**src/bp_pkg.sv**
```systemverilog
package bp_pkg;

	//****************************************
	// widths
	//****************************************
	localparam int PC_W      = 32;
	localparam int INDEX_W   = 6;
	localparam int INDEX_LSB = 2;
	localparam int HIST_W    = INDEX_W;
	localparam int STAT_W    = 16;
	localparam int DEPTH     = 1 << INDEX_W;

	typedef logic [PC_W - 1:0]    pc_t;
	typedef logic [INDEX_W - 1:0] index_t;
	// newest outcome in bit 0
	typedef logic [HIST_W - 1:0]  history_t;
	typedef logic [1:0]           ctr_t;
	typedef logic [STAT_W - 1:0]  stat_t;

	//****************************************
	// counter encoding
	//****************************************
	// weakly not taken, weakly local for the chooser
	localparam ctr_t CTR_RESET = 2'd1;
	localparam ctr_t CTR_MIN   = 2'd0;
	localparam ctr_t CTR_MAX   = 2'd3;
	localparam ctr_t CTR_TAKEN = 2'd2;

	//****************************************
	// handshake bundles
	//****************************************
	typedef struct packed {
		logic valid;
		pc_t  pc;
	} bp_query_t;

	typedef struct packed {
		logic     valid;
		logic     taken;
		logic     local_taken;
		logic     global_taken;
		history_t history;
	} bp_pred_t;

	// fields of an earlier prediction plus the resolved outcome
	typedef struct packed {
		logic     valid;
		pc_t      pc;
		history_t history;
		logic     taken;
		logic     pred_taken;
		logic     local_taken;
		logic     global_taken;
	} bp_train_t;

	// table index from pc bits 7..2
	function automatic index_t pc_index(input pc_t pc);
		return pc[INDEX_LSB +: INDEX_W];
	endfunction

	function automatic logic ctr_taken(input ctr_t ctr);
		return ctr >= CTR_TAKEN;
	endfunction

endpackage
```
**src/branch_predictor.sv**
```systemverilog
`timescale 1ns/1ps

module branch_predictor import bp_pkg::*; (
	input  logic      clk,
	input  logic      reset_i,
	input  bp_query_t query_i,
	input  bp_train_t train_i,
	output bp_pred_t  pred_o,
	output stat_t     branch_count_o,
	output stat_t     mispredict_count_o
);

	ctr_t     local_ctr;
	ctr_t     global_ctr;
	history_t query_history;

	//****************************************
	// component predictors
	//****************************************
	// local table, indexed by pc only
	counter_table local_table(
		//in
		.clk		(clk			),
		.reset_i	(reset_i		),
		.rd_index_i	(pc_index(query_i.pc)	),
		.wr_en_i	(train_i.valid		),
		.wr_index_i	(pc_index(train_i.pc)	),
		.wr_up_i	(train_i.taken		),
		//out
		.rd_ctr_o	(local_ctr		)
	);

	global_predictor global_predictor(
		//in
		.clk		(clk			),
		.reset_i	(reset_i		),
		.query_pc_i	(query_i.pc		),
		.train_i	(train_i		),
		//out
		.ctr_o		(global_ctr		),
		.history_o	(query_history		)
	);

	//****************************************
	// selection and statistics
	//****************************************
	tournament_chooser tournament_chooser(
		//in
		.clk		(clk			),
		.reset_i	(reset_i		),
		.query_i	(query_i		),
		.train_i	(train_i		),
		.local_ctr_i	(local_ctr		),
		.global_ctr_i	(global_ctr		),
		.history_i	(query_history		),
		//out
		.pred_o		(pred_o			)
	);

	prediction_stats prediction_stats(
		//in
		.clk			(clk			),
		.reset_i		(reset_i		),
		.train_i		(train_i		),
		//out
		.branch_count_o		(branch_count_o		),
		.mispredict_count_o	(mispredict_count_o	)
	);

endmodule

```
**src/prediction_stats.sv**
```systemverilog
`timescale 1ns/1ps

module prediction_stats import bp_pkg::*; (
	input  logic      clk,
	input  logic      reset_i,
	input  bp_train_t train_i,
	output stat_t     branch_count_o,
	output stat_t     mispredict_count_o
);

	stat_t branch_q;
	stat_t mispredict_q;
	logic  wrapped_q;
	logic  mispredict;

	assign mispredict = train_i.valid && (train_i.pred_taken != train_i.taken);

	//****************************************
	// commit counters
	//****************************************
	always_ff @(posedge clk) begin
		if (reset_i) begin
			branch_q     <= '0;
			mispredict_q <= '0;
			wrapped_q    <= 1'b0;
		end else begin
			if (train_i.valid) begin
				branch_q <= branch_q + 1'b1;
				// sticky once the branch count rolls over
				if (&branch_q) begin
					wrapped_q <= 1'b1;
				end
			end
			if (mispredict) begin
				mispredict_q <= mispredict_q + 1'b1;
			end
		end
	end

	assign branch_count_o     = branch_q;
	assign mispredict_count_o = mispredict_q;

	a_mispredict_bounded: assert property (
		@(posedge clk) disable iff (reset_i)
		!wrapped_q |-> (mispredict_q <= branch_q)
	);

endmodule

```
**src/tournament_chooser.sv**
```systemverilog
`timescale 1ns/1ps

module tournament_chooser import bp_pkg::*; (
	input  logic      clk,
	input  logic      reset_i,
	input  bp_query_t query_i,
	input  bp_train_t train_i,
	input  ctr_t      local_ctr_i,
	input  ctr_t      global_ctr_i,
	input  history_t  history_i,
	output bp_pred_t  pred_o
);

	ctr_t   choice_ctr;
	index_t query_index;
	index_t train_index;
	logic   disagree;
	logic   global_right;
	logic   pred_valid_q;
	logic   local_taken;
	logic   global_taken;

	//****************************************
	// chooser training
	//****************************************
	assign query_index  = pc_index(query_i.pc);
	assign train_index  = pc_index(train_i.pc);
	// only a split vote says which component is better
	assign disagree     = train_i.valid && (train_i.local_taken != train_i.global_taken);
	assign global_right = train_i.global_taken == train_i.taken;

	counter_table choice_table(
		//in
		.clk		(clk			),
		.reset_i	(reset_i		),
		.rd_index_i	(query_index		),
		.wr_en_i	(disagree		),
		.wr_index_i	(train_index		),
		.wr_up_i	(global_right		),
		//out
		.rd_ctr_o	(choice_ctr		)
	);

	always_ff @(posedge clk) begin
		if (reset_i) begin
			pred_valid_q <= 1'b0;
		end else begin
			pred_valid_q <= query_i.valid;
		end
	end

	//****************************************
	// final selection
	//****************************************
	assign local_taken  = ctr_taken(local_ctr_i);
	assign global_taken = ctr_taken(global_ctr_i);

	always_comb begin
		pred_o.valid        = pred_valid_q;
		pred_o.local_taken  = local_taken;
		pred_o.global_taken = global_taken;
		pred_o.taken        = ctr_taken(choice_ctr) ? global_taken : local_taken;
		pred_o.history      = history_i;
	end

	// one prediction per query, one cycle later
	a_pred_after_query: assert property (
		@(posedge clk) disable iff (reset_i)
		pred_o.valid |-> $past(query_i.valid)
	);

endmodule

```
**src/global_predictor.sv**
```systemverilog
`timescale 1ns/1ps

module global_predictor import bp_pkg::*; (
	input  logic      clk,
	input  logic      reset_i,
	input  pc_t       query_pc_i,
	input  bp_train_t train_i,
	output ctr_t      ctr_o,
	output history_t  history_o
);

	history_t hist_q;
	history_t hist_snap_q;
	index_t   query_index;
	index_t   train_index;

	//****************************************
	// index hash
	//****************************************
	// query uses the live history, training the snapshot it was predicted with
	assign query_index = pc_index(query_pc_i) ^ hist_q;
	assign train_index = pc_index(train_i.pc) ^ train_i.history;

	//****************************************
	// history register
	//****************************************
	always_ff @(posedge clk) begin
		if (reset_i) begin
			hist_q <= '0;
		end else if (train_i.valid) begin
			hist_q <= {hist_q[HIST_W - 2:0], train_i.taken};
		end
	end

	// snapshot lines up with the table read
	always_ff @(posedge clk) begin
		hist_snap_q <= hist_q;
	end

	assign history_o = hist_snap_q;

	counter_table global_table(
		//in
		.clk		(clk			),
		.reset_i	(reset_i		),
		.rd_index_i	(query_index		),
		.wr_en_i	(train_i.valid		),
		.wr_index_i	(train_index		),
		.wr_up_i	(train_i.taken		),
		//out
		.rd_ctr_o	(ctr_o			)
	);

endmodule

```
**src/counter_table.sv**
```systemverilog
`timescale 1ns/1ps

module counter_table import bp_pkg::*; (
	input  logic   clk,
	input  logic   reset_i,
	input  index_t rd_index_i,
	input  logic   wr_en_i,
	input  index_t wr_index_i,
	input  logic   wr_up_i,
	output ctr_t   rd_ctr_o
);

	ctr_t ctr_q [DEPTH];
	ctr_t rd_ctr_q;
	ctr_t wr_ctr;
	ctr_t wr_next;

	//****************************************
	// saturating update
	//****************************************
	always_comb begin
		wr_ctr  = ctr_q[wr_index_i];
		wr_next = wr_ctr;
		if (wr_up_i && wr_ctr != CTR_MAX) begin
			wr_next = wr_ctr + 2'd1;
		end else if (!wr_up_i && wr_ctr != CTR_MIN) begin
			wr_next = wr_ctr - 2'd1;
		end
	end

	//****************************************
	// storage and registered read
	//****************************************
	always_ff @(posedge clk) begin
		if (reset_i) begin
			for (int i = 0; i < DEPTH; i++) begin
				ctr_q[i] <= CTR_RESET;
			end
			rd_ctr_q <= CTR_RESET;
		end else begin
			// read sees the value from before a write at this edge
			rd_ctr_q <= ctr_q[rd_index_i];
			if (wr_en_i) begin
				ctr_q[wr_index_i] <= wr_next;
			end
		end
	end

	assign rd_ctr_o = rd_ctr_q;

	// a write with an unknown index would corrupt an arbitrary entry
	a_wr_index_known: assert property (
		@(posedge clk) disable iff (reset_i)
		wr_en_i |-> !$isunknown(wr_index_i)
	);

endmodule

```
**config.mk**
```make
export PLATFORM = sky130hd
export DESIGN_NAME = branch_predictor
export DESIGN_NICKNAME = d
export VERILOG_FILES = /design/src/bp_pkg.sv /design/src/branch_predictor.sv /design/src/prediction_stats.sv /design/src/tournament_chooser.sv /design/src/global_predictor.sv /design/src/counter_table.sv
export SDC_FILE = /design/constraint.sdc
export NUM_CORES = 1
export LEC_CHECK = 0
export BUFFER_PORTS_ARGS = -buffer_cell sky130_fd_sc_hd__buf_2
export CAP_MARGIN = 20
export CORE_UTILIZATION = 40
export CTS_BUF_LIST = sky130_fd_sc_hd__clkbuf_4 sky130_fd_sc_hd__clkbuf_8
export DETAILED_ROUTE_END_ITERATION = 8
export MAX_ROUTING_LAYER = met4
export PLACE_DENSITY = 0.65
export RECOVER_POWER = 50
export SYNTH_ARGS = -nofsm -noshare
export SYNTH_HDL_FRONTEND = slang
export SYNTH_HIERARCHICAL = 1
export SYNTH_SLANG_ARGS = --single-unit
```
**constraint.sdc**
```tcl
create_clock -name clk -period 5.7 [get_ports clk]
set_input_delay 1.14 -clock clk [delete_from_list [all_inputs] [get_ports clk]]
set_output_delay 1.14 -clock clk [all_outputs]
set_load 0.05 [all_outputs]
```
; Word-level counts from Yosys, hierarchy flattened
; Memory sizes are Yosys's and may differ from the RTL's. A register that Yosys moved wholly into a read port is not among the register bits.
; Index checks and enable logic that the tools add are counted.
[totals]
word_cells = 67
memories = 3
ramBits = 384
regBits = 45
[mem_list]
columns = name, words, width, rd, rd_clocked_by_memory_dff, write_ports, line_no
row1 = global_predictor.global_table.ctr_q, 64, 2, 2, 1, 64, counter_table.sv:13  ; ctr_t ctr_q [DEPTH];
row2 = local_table.ctr_q, 64, 2, 2, 1, 64, counter_table.sv:13
row3 = tournament_chooser.choice_table.ctr_q, 64, 2, 2, 1, 64, counter_table.sv:13
[classes]
n_mux = 24
eq_ne = 6
addsub = 8
n_reduce_logical = 16
magnitude_cmp = 3
bitwise = 2
[op_table]
columns = op, count
row1 = $add A16 B1 Y16 const B, 2
row2 = $mux W2, 9
row3 = $mux W6, 3
row4 = $mux W1, 12
row5 = $xor A6 B6 Y6, 2
row6 = $logic_and A1 B1 Y1, 8
row7 = $add A2 B1 Y2 const B, 3
row8 = $ge A2 B2 Y1 const B, 3
row9 = $ne A2 B2 Y1 const B, 3
row10 = $reduce_bool A2 Y1, 3
row11 = $reduce_or A2 Y1, 3
row12 = $sub A2 B1 Y2 const B, 3
row13 = $logic_not A1 Y1, 2
row14 = $ne A1 B1 Y1, 2
row15 = $eq A1 B1 Y1, 1

; Depth between registers and ports, before layout
; Gate-level depths: netlist of run 1.
[depth]
word_depth = 7
ltp_mapped = 20
ltp_nobuf = 12

; Hierarchy
; The synthesis of run 1 kept the hierarchy.
[by_module_without_submodules]
columns = mod, instances, area_per_inst_um2, seq_area_each_um2, cells_each
row1 = counter_table (global_predictor.global_table ...), 2, 8199.1, 3883.7, 739
row2 = counter_table (tournament_chooser.choice_table), 1, 7855.0, 3883.7, 689
row3 = prediction_stats, 1, 1422.6, 640.6, 164
row4 = global_predictor, 1, 439.2, 240.2, 37
row5 = tournament_chooser, 1, 136.4, 20.0, 17

; Worst setup path before layout of run 1
; OpenSTA, ideal clock, no wires.
[synth_timing]
path_kind = input -> register
startpoint = input train_i[4] in the netlist's numbering
endpoint = memory global_predictor/global_table/ctr_q[31][0] in the netlist's numbering (data pin)
stages = 17
path_slack_ns = 1.159
path_buffers = 6
setup_time_ns = 0.266
t_arrival_ns = 4.275
path_cell_list = xor2_1 > buf_4 > buf_4 > nand2b_1 > buf_2 > o22a_1 > o21ai_0 > a22o_1 > nor4_4 > buf_6 > buf_12 > inv_2 > ha_1 > mux2_2 > a31oi_2 > clkbuf_1 > o21bai_1
[synth_rtl]
columns = item, line_no
row1 = from (decl), branch_predictor.sv:7  ; input bp_train_t train_i,
row2 = to (decl), counter_table.sv:13

==> results.yml, run 1 <==
timing:
  setup_viol: 0
  worstMarginPinSlew_ps: 3700
  finalHoldViolCount: 0
  clock_skew_ps: 35.7
  slew_violations: 150
  worst_slew_margin_rel_pct: -147
  fin_tns_setup_ps: 0
  final.period_utilization_pct: 83.9
  fin_crit_ps: 4780
  rsz0062_at_grt: "false"
  fmax_ghz: 0.209
critical_path:
  r2r_start: "tournament_chooser/choice_table/ctr_q[50][0]$_SDFFCE_PN1P_"
  crit_chain: "buf_4 > xor2_4 > buf_4 > nor2b_1 > a22oi_1 > and3_1 > nor3_1 > buf_4 > nand3_1 > inv_1 > ha_1 > nor3_1 > nor2_4 > a2111oi_0"
  critPathMaxStageDelay_ps: 590
  slowest_stage: "nor2b_1"
  critPathCaptureType: "flip-flop"
  critPathTopFamily: "simple AND/OR/NAND/NOR gates"
  cp_num_buf_inv: 4
  crit_type: "primary input to flip-flop"
  rrSetupSlack_ps: 1970
  cp.arrival_ps: 5220
  critical_path.startpoint: "train_i[13]"
  worstPathMaxFanout: 15
  worst_path_most_repeated_cell: "buf_4"
  cp.required_ps: 6130
  startpoint_type: "primary input"
floorplan:
  core_area_um2: 60700
  rows: 90
  die_y_um: 251
  start_util_pct: 40.7
  ioPinCount: 120
  dieArea_um2: 62800
  die_w_um: 251
power:
  p_leak_nw: 8.55
  peakVddDrop_uv: 176
  power_density_nw_per_um2: 308
  finalPower_mw: 8.38
route:
  dr.pass1.iters: 7
  via_per_inst: 6.23
  drc: 0
  routedWlPerCell_um: 23.6
  dr.first_iter.drc_count: 2201
  postRouteAntennaNets: 0
  num_vias: 19400
  finalWirelength_um: 73600
clocking:
  tritoncts: "done"
  root_buffer: "clkbuf_8"
  cts_inserted_buffers: 80
  h-tree-depth: 3
  clock_path_buffers: 3
  cts_sinks: 432
  worstSkewPairLatency_ps: 670
  path_clk_slew_ps: 60
  post_cts_buffers: 0
  ctsHoldBuffers: 0
  cts_resized: 0
grt:
  antenna_found_initial: 4
  gr-total-overflow: 0
  grt_max_degree: 85
  gr-usage-all-layers_pct: 23.8
  grt_first_pass_wirelength_um: 112000
  grt_pass1_vias: 19200
placed_design:
  place.detailed.instances: 2973
  gp_congestion: 0.911
  hpwlAfterDp_um: 46800
  place.port_buffers: 67
final_layout:
  syn2layout_area_growth_pct: 9.95
  layout.core_utilization_pct: 44.8
  drive_gt1_share_pct: 20.3
  nets: 2360
  fillCellCount: 5509
  finalNonFillerCells: 3120
yosys:
  syn_inst: 2301
  syn_nets: 2387
  synth_warnings: 6
  syn_avg_cell_area_um2: 10.7
  synthesis.area_um2: 24700
status:
  status: "finished with violations"
  violations: "max-capacitance violations, max-slew violations"
worst_hold_path:
  hold_start: "global_predictor/hist_q[5]$_SDFFE_PP0P_"
  hp-class: "flip-flop to flip-flop"
job:
  cap_violations: 4
## sequential cells by signal, summed over array words and instances (netlist names)
signal and flops:
tournament_chooser/choice_table/rd_ctr_o 1, global_predictor/history_o 6, global_predictor/global_table/rd_ctr_o 1, prediction_stats/mispredict_count_o 16, prediction_stats/branch_count_o 16, global_predictor/hist_q 6
tournament_chooser/choice_table/ctr_q 128, global_predictor/global_table/ctr_q 128, local_table/rd_ctr_o 1, local_table/ctr_q 128, tournament_chooser/pred_valid_q 1
## worst reg2reg max path, delay by kind of cell, from the launching register on
family,cells,cell delay (ps)
flops,1,370
simple gates,2,810
compound gates,5,1180
buf+inv,2,510
fa+ha+maj,1,190
mux,2,380
## per-stage QoR
stage	hold slack [ps]	area, um^2	worst slack (ps)
2_1_floorplan	362	24700	1160
3_3_place_gp	396	25600	346
3_5_place_dp	398	25600	280
4_1_cts	408	27200	1010
5_1_grt	403	27200	565
6_report	400	27200	916
## per-layer routing
layer,share of wire (%),global-route usage [%]
met1,40,30.0
met2,48,37.8
met3,9.7,4.98
met4,3.0,8.83
met5,0,-
## cell type report
| type | count | area, um^2 | share of cell area (%) |
|---|---|---|---|
| diodes | 3 | 7.51 | 0.0276 |
| clock inverters | 28 | 240 | 0.883 |
| repair buffers | 147 | 1120 | 4.14 |
| multi-input cells | 1595 | 10900 | 40.0 |
| inverters | 18 | 67.6 | 0.248 |
| flip-flops and latches | 432 | 12500 | 45.9 |
| well taps | 782 | 978 | 3.60 |
| clock buffers | 115 | 1400 | 5.15 |
## final timing paths
kind                                                                endpoint  depth (start not counted)
setup / recovery     global_predictor/global_table/ctr_q[0][1]$_SDFFCE_PN0P_                         14
hold / removal                         global_predictor/history_o[5]$_DFF_P_                          0
setup reg to reg  tournament_chooser/choice_table/ctr_q[42][0]$_SDFFCE_PN1P_                         12
hold reg to reg                        global_predictor/history_o[5]$_DFF_P_                          0
## power by group
part           leakage, nW  total, mW  internal (mW)  switching [mW]
Sequential            3.75       3.55           3.51          0.0448
Clock                0.870       3.10           1.76            1.34
Combinational         3.93       1.73          0.502            1.23
Total                 8.55       8.38           5.77            2.61
## cell usage in the layout, fill, tap and decap left out, types with 10 or more instances in the layout
master,n
edfxtp_1,384
o21ai_0,277
nor2_1,222
nand2_1,208
mux2i_1,103
clkbuf_8,86
nor3_1,81
a21oi_1,81
mux4_2,74
or2_2,71
buf_4,59
dfxtp_1,48
clkbuf_1,47
a21oi_2,40
a221oi_1,31
nand3_1,31
clkbuf_4,29
o21bai_1,27
a211oi_1,26
nor2b_1,22
mux2_2,22
buf_2,21
o22ai_1,20
buf_12,20
a221o_1,19
xnor2_1,17
xor2_1,15
inv_1,14
nand2b_1,14
o22a_1,14
and3_1,13
a22oi_1,13
o211ai_1,13
clkinv_2,11
clkinv_1,10
or3_1,10
nor3b_1,10
Note: power is estimated with default switching activity, not from simulation.
==> run 2, diff against run 1 <==
==> constraint.sdc (replaced) <==
create_clock -name clk -period 5 [get_ports clk]
set_input_delay 1 -clock clk [delete_from_list [all_inputs] [get_ports clk]]
set_output_delay 1 -clock clk [all_outputs]
set_load 0.05 [all_outputs]
==> results.yml, run 2 (synthesized netlist as in run 1, its figures left out) <==
timing:
  worstMarginPinSlew_ps: 1770
  rsz0062_at_grt: "false"
  fmax_ghz: 0.229
  hold_ws_ps: 411
  fin_crit_ps: 4380
  final.period_utilization_pct: 87.5
  worst_slew_margin_rel_pct: -17.9
  clock_skew_ps: 52.4
  fin_tns_setup_ps: 0
  finalHoldViolCount: 0
  setup_viol: 0
  slew_violations: 170
clocking:
  cts_sinks: 432
  worstSkewPairLatency_ps: 700
  clock_path_buffers: 3
  path_clk_slew_ps: 60
  cts_resized: 0
  cts_inserted_buffers: 76
  h-tree-depth: 3
  tritoncts: "done"
  post_cts_buffers: 0
  root_buffer: "clkbuf_8"
  ctsHoldBuffers: 0
placed_design:
  place.port_buffers: 67
  gp_congestion: 0.934
  place.detailed.instances: 3003
  hpwlAfterDp_um: 48200
critical_path:
  startpoint_type: "primary input"
  crit_type: "primary input to flip-flop"
  reg2reg_depth: 11
  cp.arrival_ps: 4790
  cp.required_ps: 5410
  critPathCaptureType: "flip-flop"
  worstPathMaxFanout: 42
final_layout:
  reg_top3: "global_predictor/global_table/ctr_q (128), local_table/ctr_q (128), tournament_chooser/choice_table/ctr_q (128)"
  finalNonFillerCells: 3144
  drive_gt1_share_pct: 20.9
  fillCellCount: 5577
  syn2layout_area_growth_pct: 10.4
  layout_commonest_cell: "edfxtp_1"
  final_cell_mix: "edfxtp_1, o21ai_0, nor2_1"
  nets: 2385
floorplan:
  start_util_pct: 40.7
  core_area_um2: 60700
  rows: 90
  ioPinCount: 120
  die_w_um: 251
  dieArea_um2: 62800
  die_y_um: 251
job:
  cap_violations: 5
worst_hold_path:
  hold_depth: 0
  hp-class: "flip-flop to flip-flop"
route:
  dr.pass1.iters: 5
  drc: 0
  routedWlPerCell_um: 23.6
  via_per_inst: 6.18
  postRouteAntennaNets: 0
  finalWirelength_um: 74300
  num_vias: 19400
  dr.first_iter.drc_count: 1997
power:
  peakVddDrop_uv: 178
  p_leak_nw: 8.62
  power_density_nw_per_um2: 346
status:
  status: "finished with violations"
  violations: "max-capacitance violations, max-slew violations"
grt:
  antenna_found_initial: 3
  grt_first_pass_wirelength_um: 113000
  gr-usage-all-layers_pct: 24.0
  gr-total-overflow: 0
  grt_pass1_vias: 19100
  grt_max_degree: 65
## run 2: per-stage QoR
step,setup slack [ps],total power [mW],util [%],area [um^2]
after floorplan,599,5.39,-,24700
after detailed placement,137,6.08,42.6,25800
final,625,9.45,45.0,27300
after global placement,186,6.05,42.6,25800
after CTS,857,9.49,45.1,27400
after global routing,408,9.77,45.0,27300
## run 2: worst paths after layout
check | startpoint | to | slack (ps)
max | reset_i | tournament_chooser/choice_table/ctr_q[50][1]$_SDFFCE_PN0P_ | 620
min | global_predictor/hist_q[2]$_SDFFE_PP0P_ | global_predictor/history_o[2]$_DFF_P_ | 410
max reg2reg | local_table/ctr_q[54][0]$_SDFFCE_PN1P_ | local_table/ctr_q[44][1]$_SDFFCE_PN0P_ | 1470
min reg2reg | global_predictor/hist_q[2]$_SDFFE_PP0P_ | global_predictor/history_o[2]$_DFF_P_ | 410
## run 2: worst max-delay path: stages
cell,delay (ps)
clkbuf_1,760
clkbuf_1,1340
nor3b_1,400
nand2_1,820
nor2_1,120
or2_2,330
## run 2: report_power, final
group	total (mW)	internal [mW]	switching, mW
Sequential	4.05	4.00	0.0517
Clock	3.40	1.86	1.54
Combinational	1.99	0.601	1.39
Total	9.45	6.46	2.99
## run 2: routing by layer
layer	up-vias	global-route usage, %	routed length, um
met5	-	-	0
met4	0	9.43	2260
met3	185	5.33	7380
met2	1107	37.4	34900
met1	9526	30.5	29700
li1	8603	-	-
## run 2: cell type report
class                   instances  area, um^2  area share [%]
multi-input cells            1595       10900            39.8
diodes                          2        5.00          0.0183
flip-flops and latches        432       12500            45.7
clock buffers                 113        1360            4.98
clock inverters                26         203           0.742
repair buffers                176        1330            4.86
well taps                     782         978            3.58
inverters                      18        67.6           0.247
